--- src/logic/tilemap_pkg.sv ---
// tilemap package: widths, register offsets and the structs passed between stages
`default_nettype none

package tilemap_pkg;

    localparam int line_pixels_def = 320;
    localparam int rom_aw          = 18;
    localparam int scan_aw         = 11;    // layer, 5 row bits, 5 column bits
    localparam int reg_aw          = 8;     // register port address width

    // register map
    localparam logic [reg_aw-1:0] reg_scroll = 8'h00;  // hscroll 8:0, vscroll 23:16
    localparam logic [reg_aw-1:0] reg_dump   = 8'h04;  // scr start 8:0, chr start 24:16
    localparam logic [reg_aw-1:0] reg_bank   = 8'h08;  // selectors, extra mask/bits/en
    localparam logic [reg_aw-1:0] reg_misc   = 8'h0C;  // pal_msb, tile_msb

    typedef struct packed {
        logic [8:0]      hscroll;
        logic [7:0]      vscroll;
        logic [8:0]      scr_dump_start;
        logic [8:0]      chr_dump_start;
        logic [3:0][1:0] code_sel;          // code bit 9+i takes attr bit 3+sel
        logic [3:0]      extra_mask;
        logic [3:0]      extra_bits;
        logic            extra_en;
        logic            pal_msb;
        logic            tile_msb;
    } tile_cfg_t;

    // one tile slot, scan to attr
    typedef struct packed {
        logic       layer;      // 0 scroll, 1 fixed
        logic [2:0] row;        // vn[2:0]
        logic       half;       // hn[2]
        logic [8:0] hrender;
        logic [7:0] code_scan;
        logic [7:0] attr_scan;
        logic       last;       // final slot of the layer
    } tile_pos_t;

    // one ROM job, attr to fetch
    typedef struct packed {
        logic              layer;
        logic [rom_aw-1:0] rom_addr;
        logic [3:0]        pal;
        logic [8:0]        hrender;
        logic              last;
    } tile_req_t;

    typedef struct packed {
        logic       layer;
        logic [9:0] addr;       // {line, hrender}
        logic [7:0] din;        // {pal, pixel}
    } line_wr_t;

endpackage

`default_nettype wire

--- src/logic/tile_attr.sv ---
// tile_attr: attribute decode into bank, code and palette, ROM request register
`timescale 1ns/1ps
`default_nettype none

module tile_attr (
    input  wire                          clk,
    input  wire                          rst,
    input  wire tilemap_pkg::tile_cfg_t  cfg,
    input  wire                          pos_valid,
    input  wire tilemap_pkg::tile_pos_t  pos,
    output logic                         pos_ready,
    output logic                         req_valid,
    output tilemap_pkg::tile_req_t       req,
    input  wire                          req_ready,
    input  wire                          flush
);

    logic [4:0]  bank;
    logic [12:0] code;
    logic [3:0]  pal;

    always_comb begin
        bank[0] = pos.attr_scan[7];
        for (int i = 0; i < 4; i++) begin
            if (cfg.extra_en && cfg.extra_mask[i]) begin
                bank[i+1] = cfg.extra_bits[i];      // forced bank bit
            end else begin
                bank[i+1] = pos.attr_scan[3 + cfg.code_sel[i]];
            end
        end
        code = {bank, pos.code_scan};
        pal  = {cfg.pal_msb & pos.attr_scan[3], pos.attr_scan[2:0]};
    end

    assign pos_ready = !req_valid || req_ready;

    always_ff @(posedge clk) begin
        if (rst) begin
            req_valid <= 1'b0;
        end else if (flush) begin
            req_valid <= 1'b0;
        end else if (pos_ready) begin
            req_valid <= pos_valid;
        end
    end

    always_ff @(posedge clk) begin
        if (pos_ready && pos_valid) begin
            req.layer    <= pos.layer;
            req.rom_addr <= {cfg.tile_msb, code, pos.row, pos.half};  // 1+13+3+1
            req.pal      <= pal;
            req.hrender  <= pos.hrender;
            req.last     <= pos.last;
        end
    end

endmodule

`default_nettype wire

--- src/logic/tile_fetch.sv ---
// tile_fetch: graphics ROM read handshake and nibble output to the line buffer
`timescale 1ns/1ps
`default_nettype none

module tile_fetch (
    input  wire                             clk,
    input  wire                             rst,
    input  wire                             line,
    input  wire                             req_valid,
    input  wire tilemap_pkg::tile_req_t     req,
    output logic                            req_ready,
    output logic                            rom_cs,
    output logic [tilemap_pkg::rom_aw-1:0]  rom_addr,
    input  wire                             rom_ok,
    input  wire [15:0]                      rom_data,
    output logic                            line_we,
    output tilemap_pkg::line_wr_t           line_wr,
    output logic                            layer_done,
    input  wire                             flush
);

    typedef enum logic [1:0] {f_idle, f_rom, f_dump} state_t;

    state_t                  st;
    tilemap_pkg::tile_req_t  job;
    logic [15:0]             pxl;
    logic [1:0]              cnt;       // nibble within the word

    assign req_ready = (st == f_idle);
    assign rom_addr  = job.rom_addr;    // steady while rom_cs is high

    always_ff @(posedge clk) begin
        if (rst || flush) begin
            st         <= f_idle;
            rom_cs     <= 1'b0;
            line_we    <= 1'b0;
            layer_done <= 1'b0;
        end else begin
            line_we    <= 1'b0;
            layer_done <= 1'b0;
            case (st)
                f_idle: begin
                    if (req_valid) begin
                        rom_cs <= 1'b1;
                        st     <= f_rom;
                    end
                end
                f_rom: begin
                    if (rom_ok) begin
                        rom_cs <= 1'b0;
                        st     <= f_dump;
                    end
                end
                f_dump: begin
                    line_we <= 1'b1;
                    if (cnt == 2'd3) begin
                        layer_done <= job.last;     // with the fourth write
                        st         <= f_idle;
                    end
                end
                default: st <= f_idle;
            endcase
        end
    end

    always_ff @(posedge clk) begin
        case (st)
            f_idle: begin
                if (req_valid) begin
                    job <= req;
                end
            end
            f_rom: begin
                if (rom_ok) begin
                    pxl <= rom_data;
                    cnt <= 2'd0;
                end
            end
            f_dump: begin
                // upper nibble goes out first
                line_wr.layer <= job.layer;
                line_wr.addr  <= {line, job.hrender};
                line_wr.din   <= {job.pal, pxl[15:12]};
                pxl           <= pxl << 4;
                job.hrender   <= job.hrender + 9'd1;
                cnt           <= cnt + 2'd1;
            end
            default: cnt <= 2'd0;
        endcase
    end

endmodule

`default_nettype wire

--- src/logic/tile_regs.sv ---
// tile_regs: AXI4-Lite slave holding the scroll and layer configuration registers
`timescale 1ns/1ps
`default_nettype none

module tile_regs (
    input  wire                            clk,
    input  wire                            rst,
    input  wire [tilemap_pkg::reg_aw-1:0]  awaddr,
    input  wire                            awvalid,
    output logic                           awready,
    input  wire [31:0]                     wdata,
    input  wire [3:0]                      wstrb,
    input  wire                            wvalid,
    output logic                           wready,
    output logic [1:0]                     bresp,
    output logic                           bvalid,
    input  wire                            bready,
    input  wire [tilemap_pkg::reg_aw-1:0]  araddr,
    input  wire                            arvalid,
    output logic                           arready,
    output logic [31:0]                    rdata,
    output logic [1:0]                     rresp,
    output logic                           rvalid,
    input  wire                            rready,
    output tilemap_pkg::tile_cfg_t         cfg
);

    logic [31:0] regs [4];
    logic [2:0]  wdec;      // {hit, index}
    logic [2:0]  rdec;

    function automatic logic [2:0] reg_decode(input logic [tilemap_pkg::reg_aw-1:0] addr);
        case (addr)
            tilemap_pkg::reg_scroll: return 3'b100;
            tilemap_pkg::reg_dump:   return 3'b101;
            tilemap_pkg::reg_bank:   return 3'b110;
            tilemap_pkg::reg_misc:   return 3'b111;
            default:                 return 3'b000;   // unmapped
        endcase
    endfunction

    assign wdec  = reg_decode(awaddr);
    assign rdec  = reg_decode(araddr);
    assign bresp = 2'b00;
    assign rresp = 2'b00;

    // AW and W are taken in the same cycle
    always_ff @(posedge clk) begin
        if (rst) begin
            awready <= 1'b0;
            wready  <= 1'b0;
            bvalid  <= 1'b0;
            for (int i = 0; i < 4; i++) begin
                regs[i] <= '0;
            end
        end else begin
            awready <= 1'b0;
            wready  <= 1'b0;
            if (awvalid && wvalid && !awready && !bvalid) begin
                awready <= 1'b1;
                wready  <= 1'b1;
            end
            if (awready) begin          // handshake completes here
                bvalid <= 1'b1;
                if (wdec[2]) begin
                    for (int b = 0; b < 4; b++) begin
                        if (wstrb[b]) begin
                            regs[wdec[1:0]][8*b +: 8] <= wdata[8*b +: 8];
                        end
                    end
                end
            end else if (bready) begin
                bvalid <= 1'b0;
            end
        end
    end

    always_ff @(posedge clk) begin
        if (rst) begin
            arready <= 1'b0;
            rvalid  <= 1'b0;
        end else begin
            arready <= arvalid && !arready && !rvalid;
            if (arready) begin
                rvalid <= 1'b1;
            end else if (rready) begin
                rvalid <= 1'b0;
            end
        end
    end

    always_ff @(posedge clk) begin
        if (arready) begin
            rdata <= rdec[2] ? regs[rdec[1:0]] : 32'd0;
        end
    end

    always_comb begin
        cfg.hscroll        = regs[0][8:0];
        cfg.vscroll        = regs[0][23:16];
        cfg.scr_dump_start = regs[1][8:0];
        cfg.chr_dump_start = regs[1][24:16];
        cfg.code_sel       = regs[2][7:0];
        cfg.extra_mask     = regs[2][11:8];
        cfg.extra_bits     = regs[2][15:12];
        cfg.extra_en       = regs[2][16];
        cfg.pal_msb        = regs[3][0];
        cfg.tile_msb       = regs[3][1];
    end

endmodule

`default_nettype wire

--- src/logic/tile_scan.sv ---
// tile_scan: line start detection, layer and slot sequencing, scan RAM reads
`timescale 1ns/1ps
`default_nettype none

module tile_scan #(
    parameter int line_pixels = tilemap_pkg::line_pixels_def
) (
    input  wire                              clk,
    input  wire                              rst,
    input  wire                              lhbl,
    input  wire                              lvbl,
    input  wire [8:0]                        vrender,
    input  wire tilemap_pkg::tile_cfg_t      cfg,
    input  wire                              pos_ready,
    input  wire [7:0]                        code_scan,
    input  wire [7:0]                        attr_scan,
    input  wire                              layer_done,
    output logic [tilemap_pkg::scan_aw-1:0]  scan_addr,
    output logic                             pos_valid,
    output tilemap_pkg::tile_pos_t           pos,
    output logic                             line,
    output logic                             done,
    output logic                             flush
);

    typedef enum logic [1:0] {s_idle, s_addr, s_data, s_hold} state_t;

    state_t      st;
    logic        lhbl_l;
    logic        layer;
    logic        scr_fin;       // scroll layer fully written
    logic [8:0]  hn;
    logic [8:0]  vn;
    logic [8:0]  hrender;
    logic        last;

    assign flush     = lhbl && !lhbl_l && lvbl;     // rising edge of blanking
    assign scan_addr = {layer, vn[7:3], hn[7:3]};
    assign last      = ({1'b0, hrender} + 10'd4) >= 10'(line_pixels);

    always_ff @(posedge clk) begin
        if (rst) begin
            st        <= s_idle;
            lhbl_l    <= 1'b0;
            layer     <= 1'b0;
            scr_fin   <= 1'b0;
            line      <= 1'b0;
            done      <= 1'b1;
            pos_valid <= 1'b0;
        end else begin
            lhbl_l <= lhbl;
            if (flush) begin
                line      <= ~line;
                done      <= 1'b0;
                layer     <= 1'b0;
                scr_fin   <= 1'b0;
                pos_valid <= 1'b0;
                st        <= s_addr;
            end else begin
                // first pulse closes the scroll layer, second the fixed one
                if (layer_done) begin
                    scr_fin <= 1'b1;
                    if (scr_fin) begin
                        done <= 1'b1;
                    end
                end
                case (st)
                    s_addr: st <= s_data;       // RAM reads scan_addr
                    s_data: begin
                        pos_valid <= 1'b1;
                        st        <= s_hold;
                    end
                    s_hold: begin
                        if (pos_ready) begin
                            pos_valid <= 1'b0;
                            if (!last || !layer) begin
                                st <= s_addr;
                            end else begin
                                st <= s_idle;
                            end
                            if (last) begin
                                layer <= 1'b1;
                            end
                        end
                    end
                    default: st <= s_idle;
                endcase
            end
        end
    end

    // position counters, loaded per layer
    always_ff @(posedge clk) begin
        if (flush) begin
            hn      <= cfg.hscroll;
            vn      <= vrender + {1'b0, cfg.vscroll};
            hrender <= cfg.scr_dump_start - {7'd0, cfg.hscroll[1:0]};
        end else if (st == s_hold && pos_ready) begin
            if (last) begin     // fixed layer ignores scroll
                hn      <= 9'd0;
                vn      <= vrender;
                hrender <= cfg.chr_dump_start;
            end else begin
                hn      <= hn + 9'd4;
                hrender <= hrender + 9'd4;
            end
        end
        if (st == s_data) begin
            pos <= '{layer: layer, row: vn[2:0], half: hn[2], hrender: hrender,
                     code_scan: code_scan, attr_scan: attr_scan, last: last};
        end
    end

endmodule

`default_nettype wire

--- src/logic/tilemap_top.sv ---
// tilemap_top: register block and the scan, attr and fetch stages
`timescale 1ns/1ps
`default_nettype none

module tilemap_top #(
    parameter int line_pixels = tilemap_pkg::line_pixels_def
) (
    input  wire                             clk,
    input  wire                             rst,
    // register port
    input  wire [tilemap_pkg::reg_aw-1:0]   awaddr,
    input  wire                             awvalid,
    output logic                            awready,
    input  wire [31:0]                      wdata,
    input  wire [3:0]                       wstrb,
    input  wire                             wvalid,
    output logic                            wready,
    output logic [1:0]                      bresp,
    output logic                            bvalid,
    input  wire                             bready,
    input  wire [tilemap_pkg::reg_aw-1:0]   araddr,
    input  wire                             arvalid,
    output logic                            arready,
    output logic [31:0]                     rdata,
    output logic [1:0]                      rresp,
    output logic                            rvalid,
    input  wire                             rready,
    // video timing
    input  wire                             lhbl,
    input  wire                             lvbl,
    input  wire [8:0]                       vrender,
    output logic                            line,
    output logic                            done,
    // scan RAM
    output logic [tilemap_pkg::scan_aw-1:0] scan_addr,
    input  wire [7:0]                       code_scan,
    input  wire [7:0]                       attr_scan,
    // graphics ROM
    output logic                            rom_cs,
    output logic [tilemap_pkg::rom_aw-1:0]  rom_addr,
    input  wire                             rom_ok,
    input  wire [15:0]                      rom_data,
    // line buffer
    output logic                            line_we,
    output tilemap_pkg::line_wr_t           line_wr
);

    tilemap_pkg::tile_cfg_t  cfg;
    tilemap_pkg::tile_pos_t  pos;
    tilemap_pkg::tile_req_t  req;
    logic                    pos_valid;
    logic                    pos_ready;
    logic                    req_valid;
    logic                    req_ready;
    logic                    flush;
    logic                    layer_done;

    tile_regs u_regs (
        .clk, .rst,
        .awaddr, .awvalid, .awready, .wdata, .wstrb, .wvalid, .wready,
        .bresp, .bvalid, .bready,
        .araddr, .arvalid, .arready, .rdata, .rresp, .rvalid, .rready,
        .cfg
    );

    tile_scan #(.line_pixels(line_pixels)) u_scan (
        .clk, .rst, .lhbl, .lvbl, .vrender, .cfg,
        .pos_ready, .code_scan, .attr_scan, .layer_done,
        .scan_addr, .pos_valid, .pos, .line, .done, .flush
    );

    tile_attr u_attr (
        .clk, .rst, .cfg, .pos_valid, .pos, .pos_ready,
        .req_valid, .req, .req_ready, .flush
    );

    tile_fetch u_fetch (
        .clk, .rst, .line, .req_valid, .req, .req_ready,
        .rom_cs, .rom_addr, .rom_ok, .rom_data,
        .line_we, .line_wr, .layer_done, .flush
    );

endmodule

`default_nettype wire

--- config.mk ---
export PLATFORM = sky130hd
export DESIGN_NAME = tilemap_top
export DESIGN_NICKNAME = d
export VERILOG_FILES = /design/src/logic/tilemap_pkg.sv /design/src/logic/tile_attr.sv /design/src/logic/tile_fetch.sv /design/src/logic/tile_regs.sv /design/src/logic/tile_scan.sv /design/src/logic/tilemap_top.sv
export SDC_FILE = /design/constraint.sdc
export NUM_CORES = 1
export LEC_CHECK = 0
export ABC_CLOCK_PERIOD_IN_PS = 4610
export BUFFER_PORTS_ARGS = -buffer_cell sky130_fd_sc_hd__buf_4
export CAP_MARGIN = 20
export CORE_MARGIN = 2
export CORE_UTILIZATION = 30
export DETAILED_ROUTE_END_ITERATION = 10
export GPL_TIMING_DRIVEN = 0
export PLACE_DENSITY = 0.47
export REMOVE_ABC_BUFFERS = 1
export SLEW_MARGIN = 5
export SYNTH_ARGS = -nofsm -noshare
export SYNTH_HDL_FRONTEND = slang
export SYNTH_SLANG_ARGS = --single-unit
--- constraint.sdc ---
create_clock -name clk -period 4.61 [get_ports clk]
set_input_delay 0 -clock clk [delete_from_list [all_inputs] [get_ports clk]]
set_output_delay 0 -clock clk [all_outputs]
set_load 0.03 [all_outputs]
==> results.md, run 1 <==
* IO buf count at 190
* CP max stage cell: sky130_fd_sc_hd__nor4_4
* Clk buf depth at 3
* Outcome: finished clean
* Worst skew pair latency at 0.56 ns
* First DRT Iteration DRCs at 529
* Sort of element at the start of the critical path: register
* Setup TNS Final at 0 ns
* Number of global-route vias before repair at 9088
* Number of optimization iterations in the first detailed-route pass at 4
* Endpoint kind of the worst setup timing path: register
* Master cell of the clock root buffer: sky130_fd_sc_hd__clkbuf_16
* Clock power share at 43.1%
* Min Tclk post-route at 2.70 ns
* Reg power frac at 49.2%
* Largest voltage drop on the vdd net at 0.187 mV
* Overall Global Routing Usage at 14.9%
* WP data arrival at 2.90 ns
* Placement row count at 80
* Most repeated cell in the gate-level netlist after synthesis: sky130_fd_sc_hd__edfxtp_1
* Final setup viols at 0
* Mapped Area at 14500 um2
* First-pass GRT wire length at 56100 um
* CP max FO at 15
* Worst min-delay path category: in2reg
* Worst slew margin relative to its limit at 43.4%
* WHS Path Cells at 3
* Maximum number of pins on one net before global-route repair at 39
* Clk sink count at 335
* Average cell area after synthesis at 14.7 um2
* Count of different cell masters after synthesis at 59
* RSZ-0062 raised after global routing: false
* Post-synth top area cell: sky130_fd_sc_hd__edfxtp_1
* Most used DFF post-synth: sky130_fd_sc_hd__edfxtp_1
* Portion of synthesized cell area occupied by the leading cell type at 65.5%
* Type of the setup path with the least slack: reg2reg
* Fraction of registers with async set or reset after synthesis at 0%
* Ordered list of cells on the worst path: inv_1, nor4_4, buf_8, and2_1, a21o_1
* Maximum achievable frequency at 371 MHz
* Switching Share at 22.6%
* Final number of max-transition violations at 0
* Post-route cell area at 18800 um2
* Post-synth top cells: 317 x sky130_fd_sc_hd__edfxtp_1, 79 x sky130_fd_sc_hd__nand2_1, 73 x sky130_fd_sc_hd__and2_1
* Cells after synthesis at 990
* R2R cell count at 5
* Number of nets in the finished design at 1379
* Post-route fraction of the period consumed by the critical path at 58.5%
* Hold path endpoint: u_regs.rdata[3]$_SDFFCE_PN0P_
* Clock Skews at 0.0257 ns
* Warnings from Yosys at 0
* Number of flops mapped to enable cells by yosys at 317
* Post-detailed-route wirelength per cell at 19.6 um
* Area of the core at 47700 um2
* Pwr/cell area at 378 nW/um2
* Switch Pwr at 1.60 mW
* Design internal power at 5.48 mW
* Highest cell delay on the worst timing path at 0.62 ns
* Comb power frac at 7.7%
* Number of maximum-capacitance violations at 0
* TritonCTS clock tree: built
* Post-DP Area at 16600 um2
* Die span in y at 224 um
* Clock slew at the register clock pins of the worst setup and hold paths at 0.07 ns
* Static leakage power at 7.28 nW
* Tot Pwr at 7.08 mW
* Htree depth at 2
* Die boundary width at 224 um
* Total clock buffers created by CTS at 39
* Origin of the critical flop-to-flop path: u_regs.awready$_SDFF_PP0_
* Launch instance of the worst min-delay path: araddr[0]
* Antenna viol nets, final at 0
* Number of vias in the routed layout at 8842
* Worst hold slack after final layout at 0.0280 ns
* Data required, critical path at 4.82 ns
* Sequential area share after synthesis at 68.0%
* DRC violations left at 0
* Post-Route WL at 37200 um
* Critical register-to-register path endpoint: u_regs.regs[1][25]$_SDFFCE_PN0P_
* Setup slack of the most critical reg-to-reg path at 1.91 ns
* Drt via density at 4.66
* Post-detail-place hpwl at 24900 um
* Number of antenna violations at the first check in global routing at 5
* FF+latch count, synth at 335
* Sum of overflow across all layers after global routing at 0
* Cells taking the most area after synthesis: sky130_fd_sc_hd__edfxtp_1 66%, sky130_fd_sc_hd__mux4_2 6.2%, sky130_fd_sc_hd__and2_1 3.1%, sky130_fd_sc_hd__and3_1 3.0%, sky130_fd_sc_hd__dfxtp_1 2.5%
* Final Wtd Congestion at 0.742
* Total die area at 50200 um2
* Final number of hold-violating endpoints at 0
* Post-CTS setup buffer count at 0
* Fraction of final layout cells with drive strength greater than 1 at 27.5%
* Initial Utilization at 30.4%
* Layout overhead on the synthesized area at 29.1%
* Ports placed on the boundary at 196
* Worst-Margin Slew at 0.849 ns
==> worst max-delay path, delay by kind of cell (launching register included) <==
| kind | cells | cell delay [ns] |
|---|---|---|
| buf+inv | 2 | 0.51 |
| compound gates | 1 | 0.42 |
| simple gates | 2 | 0.88 |
| flops | 1 | 0.52 |
==> cells by family after synthesis <==
kind of cell | synth area share (%)
mux | 6.61
flops | 68.0
fa+ha+maj | 1.91
compound gates | 4.19
buf+inv | 3.64
simple gates | 14.0
xor+xnor | 1.63
other cells | 0.0258
==> timing repair <==
action,4_1_cts,5_1_grt
gates resized for setup,0,0
hold buffers,93,0
endpoints found under the hold margin,186,0
setup endpoints to repair,0,0
==> power by group through the flow <==
stage	Sequential [mW]	Clock [mW]	Combinational, mW
after global routing	3.50	3.25	0.596
after floorplan	3.58	0	0.201
after CTS	3.49	3.14	0.556
final	3.49	3.05	0.547
after detailed placement	3.55	0	0.489
after global placement	3.56	0	0.462
==> cell type report <==
type                    count  area, um2
flip-flops and latches    335       9880
fillers                  4486      29000
repair buffers            299       2590
multi-input cells         553       4160
well taps                 615        769
clock buffers              52       1070
inverters                  27        101
diodes                      2       5.00
clock inverters            16        178
==> placed cells by master (no fill, tap or decap), types with 4 or more instances in the layout <==
cell	synthesis	final
sky130_fd_sc_hd__buf_16	0	4
sky130_fd_sc_hd__a21oi_1	18	18
sky130_fd_sc_hd__nor2b_1	5	5
sky130_fd_sc_hd__conb_1	1	4
sky130_fd_sc_hd__nand2_1	79	79
sky130_fd_sc_hd__dfxtp_1	18	17
sky130_fd_sc_hd__buf_4	34	197
sky130_fd_sc_hd__o21ai_0	25	24
sky130_fd_sc_hd__a21o_1	13	13
sky130_fd_sc_hd__xnor2_1	12	12
sky130_fd_sc_hd__a31o_2	4	4
sky130_fd_sc_hd__and3_1	69	69
sky130_fd_sc_hd__a31oi_1	4	4
sky130_fd_sc_hd__xor2_1	15	15
sky130_fd_sc_hd__clkinv_2	0	7
sky130_fd_sc_hd__nor2_1	45	42
sky130_fd_sc_hd__and3_2	31	31
sky130_fd_sc_hd__nand3_1	24	24
sky130_fd_sc_hd__ha_1	19	18
sky130_fd_sc_hd__mux2i_1	6	6
sky130_fd_sc_hd__nor3_1	4	4
sky130_fd_sc_hd__inv_1	26	26
sky130_fd_sc_hd__o31ai_1	6	6
sky130_fd_sc_hd__a211oi_1	4	4
sky130_fd_sc_hd__nand2b_1	5	5
sky130_fd_sc_hd__nor3b_1	5	4
sky130_fd_sc_hd__clkbuf_16	0	40
sky130_fd_sc_hd__mux4_2	40	40
sky130_fd_sc_hd__and2_1	73	72
sky130_fd_sc_hd__dlygate4sd3_1	0	93
sky130_fd_sc_hd__clkbuf_1	37	10
sky130_fd_sc_hd__edfxtp_1	317	317
==> layer usage <==
layer	share of wire (%)	track usage [%]	vias to the layer above
met2	49	24.6	209
met5	0.073	0	-
li1	-	-	4208
met4	2.0	4.60	4
met3	4.6	3.00	46
met1	45	19.8	4375
==> stage by stage <==
stage | std cells | util [%] | setup slack (ns)
after floorplan | 915 | - | 1.72
after global placement | 1720 | 34.2 | -0.602
after detailed placement | 1736 | 34.7 | 1.95
after CTS | 1897 | 39.3 | 1.93
after global routing | 1899 | 39.3 | 1.83
final | 1899 | 39.3 | 1.91
==> state kept, by name, indices dropped and copies added, names as in the netlist, 2 cells and up <==
name / cells
u_attr.req: 33
u_scan.st: 2
u_fetch.line_wr: 19
u_regs.regs: 128
u_fetch.rom_addr: 18
u_regs.rdata: 32
u_scan.pos: 31
u_scan.hn: 6
u_scan.vn: 8
u_fetch.pxl: 16
u_fetch.cnt: 2
u_fetch.job: 15
u_fetch.st: 2
u_scan.hrender: 9
==> worst max-delay path by stage <==
stage | from | to | slack (ns) | depth (start not counted)
4_1_cts | u_regs.awready$_SDFF_PP0_ | u_regs.regs[1][28]$_SDFFCE_PN0P_ | 1.93 | 5
3_5_place_dp | u_regs.awready$_SDFF_PP0_ | u_regs.regs[1][30]$_SDFFCE_PN0P_ | 1.95 | 5
5_1_grt | u_regs.awready$_SDFF_PP0_ | u_regs.regs[1][28]$_SDFFCE_PN0P_ | 1.83 | 5
3_3_place_gp | araddr[5] | u_regs.rdata[16]$_SDFFCE_PN0P_ | -0.60 | 3
2_1_floorplan | u_attr.req_valid$_SDFFE_PP0N_ | u_fetch.job[0]$_DFFE_PP_ | 1.72 | 1
6_report | u_regs.awready$_SDFF_PP0_ | u_regs.regs[1][25]$_SDFFCE_PN0P_ | 1.91 | 5
No activity file was read; power rests on OpenSTA's default activity.
==> run 2: changes to the inputs <==
ABC_CLOCK_PERIOD_IN_PS = 2400   (was 4610)
PLACE_DENSITY = 0.49   (was 0.47)
clock period = 2.4 ns   (was 4.61 ns; I/O delays follow)
==> run 2 against run 1 <==
Effect of this change: worst hold slack improved by 0.0066 ns; clock-buffer cell count fell by 4; first-iteration DRC count rose by 11%; cell count rose by 0.11%; critical path depth did not move; routed wire length rose by 0.31%; combinational power rose by 96%; clock power rose by 92%; highest routed layer unchanged.
==> results.md, run 2 (synthesis results as in run 1) <==
* Total die area at 50200 um2 (unchanged)
* Number of vias in the routed layout at 8936 (was 8842)
* Endpoint kind of the worst setup timing path: register (unchanged)
* Registers with the most flip-flops: u_regs.regs: 128 flops, u_attr.req: 33 flops, u_regs.rdata: 32 flops (unchanged)
* Sum of overflow across all layers after global routing at 0 (unchanged)
* Number of global-route vias before repair at 9091 (was 9088)
* Launch instance of the worst min-delay path: lvbl (was araddr[0])
* Overall Global Routing Usage at 14.9% (about the same)
* Clock slew at the register clock pins of the worst setup and hold paths at 0.06 ns (was 0.07 ns)
* Outcome: finished clean (unchanged)
* First DRT Iteration DRCs at 589 (was 529)
* IO buf count at 190 (unchanged)
* Post-detailed-route wirelength per cell at 19.6 um (about the same)
* Number of maximum-capacitance violations at 0 (unchanged)
* CP top delay family: flip-flops (was simple AND/OR/NAND/NOR gates)
* Commonest cells after routing, fill and taps aside: 317 x sky130_fd_sc_hd__edfxtp_1, 199 x sky130_fd_sc_hd__buf_4, 91 x sky130_fd_sc_hd__dlygate4sd3_1 (was 317 x sky130_fd_sc_hd__edfxtp_1, 197 x sky130_fd_sc_hd__buf_4, 93 x sky130_fd_sc_hd__dlygate4sd3_1)
* Maximum number of pins on one net before global-route repair at 39 (unchanged)
* WHS Path Cells at 5 (was 3)
* WP buf/inv at 2 (unchanged)
* Final number of hold-violating endpoints at 0 (unchanged)
* Critical register-to-register path endpoint: u_regs.regs[1][14]$_SDFFCE_PN0P_ (was u_regs.regs[1][25]$_SDFFCE_PN0P_)
* Post-Route WL at 37300 um (was 37200 um)
* Clk sink count at 335 (unchanged)
* Number of flip-flops under the largest register name at 128 (unchanged)
* Ordered list of cells on the worst path: inv_1, nor4_4, buf_8, and2_1, a21o_1 (unchanged)
* First element of the critical path: u_regs.awready$_SDFF_PP0_ (unchanged)
* Final setup viols at 0 (unchanged)
* Initial Utilization at 30.4% (unchanged)
* Placed cells at 1738 (was 1736)
* Final Wtd Congestion at 0.739 (was 0.742)
* CP max FO at 15 (unchanged)
* Maximum achievable frequency at 436 MHz (was 371 MHz)
* Drt via density at 4.70 (was 4.66)
* Highest cell delay on the worst timing path at 0.54 ns (was 0.62 ns)
* Origin of the critical flop-to-flop path: u_regs.awready$_SDFF_PP0_ (unchanged)
* Tot Pwr at 13.6 mW (was 7.08 mW)
* Setup slack of the most critical reg-to-reg path at 0.11 ns (was 1.91 ns)
* Master cell of the clock root buffer: sky130_fd_sc_hd__clkbuf_16 (unchanged)
* Type of the setup path with the least slack: reg2reg (unchanged)
* Total clock buffers created by CTS at 39 (unchanged)
* Worst skew pair latency at 0.55 ns (was 0.56 ns)
* Hold path endpoint: u_scan.vn[0]$_DFFE_PP_ (was u_regs.rdata[3]$_SDFFCE_PN0P_)
* Die boundary width at 224 um (unchanged)
* Most common cell after layout, fill and taps aside: sky130_fd_sc_hd__edfxtp_1 (unchanged)
* Reg area at 9880 um2 (unchanged)
* Fill count at 4483 (was 4486)
* Min Tclk post-route at 2.29 ns (was 2.70 ns)
* Die span in y at 224 um (unchanged)
* Layout overhead on the synthesized area at 29.4% (was 29.1%)
* R2R cell count at 5 (unchanged)
* Largest voltage drop on the vdd net at 0.439 mV (was 0.187 mV)
* Non-filler instance count after layout at 1901 (was 1899)
* Number of optimization iterations in the first detailed-route pass at 4 (unchanged)
* Clk buf depth at 3 (unchanged)
* Placement row count at 80 (unchanged)
* Pwr/cell area at 725 nW/um2 (was 378 nW/um2)
* Final core occ at 39.4% (was 39.3%)
* WP data arrival at 2.48 ns (was 2.90 ns)
* CP max stage cell: sky130_fd_sc_hd__dfxtp_1 (was sky130_fd_sc_hd__nor4_4)
* Clock Skews at 0.0141 ns (was 0.0257 ns)
* Data required, critical path at 2.59 ns (was 4.82 ns)
* Worst min-delay path category: in2reg (unchanged)
* Area of the core at 47700 um2 (unchanged)
* Ports placed on the boundary at 196 (unchanged)
* Static leakage power at 7.29 nW (was 7.28 nW)
* Post-route fraction of the period consumed by the critical path at 95.5% (was 58.5%)
* Worst-Margin Slew at 0.840 ns (was 0.849 ns)
* Fraction of final layout cells with drive strength greater than 1 at 27.9% (was 27.5%)
* Area occupied by multi-input gates at 4170 um2 (was 4160 um2)
* Sort of element at the start of the critical path: register (unchanged)
* Worst slew margin relative to its limit at 43.8% (was 43.4%)
* Top reg by flops: u_regs.regs (unchanged)
* Final number of max-transition violations at 0 (unchanged)
* DRC violations left at 0 (unchanged)
* Number of antenna violations at the first check in global routing at 4 (was 5)
* Post-detail-place hpwl at 25200 um (was 24900 um)
* Htree depth at 2 (unchanged)
* Number of nets in the finished design at 1382 (was 1379)
* Antenna viol nets, final at 0 (unchanged)
* First-pass GRT wire length at 55900 um (was 56100 um)
* TritonCTS clock tree: built (unchanged)
[run 2: cell types whose count changed in the layout (fill, tap and decap cells not counted), moves of 2 or more]
| cell | delta |
|---|---|
| sky130_fd_sc_hd__dlygate4sd3_1 | -2 |
| sky130_fd_sc_hd__clkinv_1 | +5 |
| sky130_fd_sc_hd__clkbuf_8 | -2 |
| sky130_fd_sc_hd__clkinv_8 | -2 |
| sky130_fd_sc_hd__buf_4 | +2 |
| sky130_fd_sc_hd__clkbuf_1 | -3 |
| sky130_fd_sc_hd__buf_12 | +2 |
[run 2: cell type report]
cell class                 count  share of cell area [%]
clock inverter                20                    1.03
multi-input combinational    553                    22.2
timing repair buffer         302                    14.0
inverter                      27                   0.539
sequential                   335                    52.6
antenna                        1                  0.0133
clock buffer                  48                    5.60
tap                          615                    4.09
[run 2: worst min-delay path: cells and delay by family]
family	cells	cell delay [ns]
buffers and inverters	1	0.11
AND/OR/NAND/NOR	4	0.30
[run 2: how the worst max path moves through the flow]
stage                     slack (ns)                               end  cells after the start
after floorplan                -0.49          u_fetch.job[0]$_DFFE_PP_                      1
after global placement         -2.68    u_regs.rdata[16]$_SDFFCE_PN0P_                      3
after detailed placement       -0.41  u_regs.regs[1][29]$_SDFFCE_PN0P_                      5
after CTS                       0.08  u_regs.regs[1][29]$_SDFFCE_PN0P_                      5
after global routing           -0.05         u_scan.st[0]$_SDFFE_PP0P_                      8
final                           0.11  u_regs.regs[1][14]$_SDFFCE_PN0P_                      5
[run 2: power by group]
part	leakage, nW	internal [mW]	total (mW)	switching [mW]
Combinational	3.50	0.494	1.07	0.571
Clock	0.610	3.53	5.86	2.34
Sequential	3.18	6.58	6.69	0.109
Total	7.29	10.6	13.6	3.02
[run 2: metal layers]
layer  global-route usage (%)  vias to the layer above  part of all wire (%)
li1                         -                     4216                     -
met1                     19.5                     4447                    44
met2                     24.5                      213                    48
met3                     3.57                       56                   5.6
met4                     4.54                        4                   2.3
met5                        0                        -                 0.075
[run 2: stage by stage]
stage	hold WS, ns	area, um2	setup TNS (ns)	worst slack [ns]
3_5_place_dp	0.180	16600	-13.47	-0.412
2_1_floorplan	0.0691	14100	-30.00	-0.485
5_1_grt	0.0419	18800	-0.0470	-0.0470
6_report	0.0346	18800	0	0.109
3_3_place_gp	0.179	16300	-381.42	-2.68
4_1_cts	0.00838	18800	0	0.0842
[run 2: what timing repair did]
item | 4_1_cts | 5_1_grt
hold buffers | 91 | 0
buffers inserted | 2 | 1
pin swaps | 1 | 0
endpoints found under the hold margin | 187 | 0
gates resized for setup | 1 | 2
endpoints found under the setup margin | 67 | 22
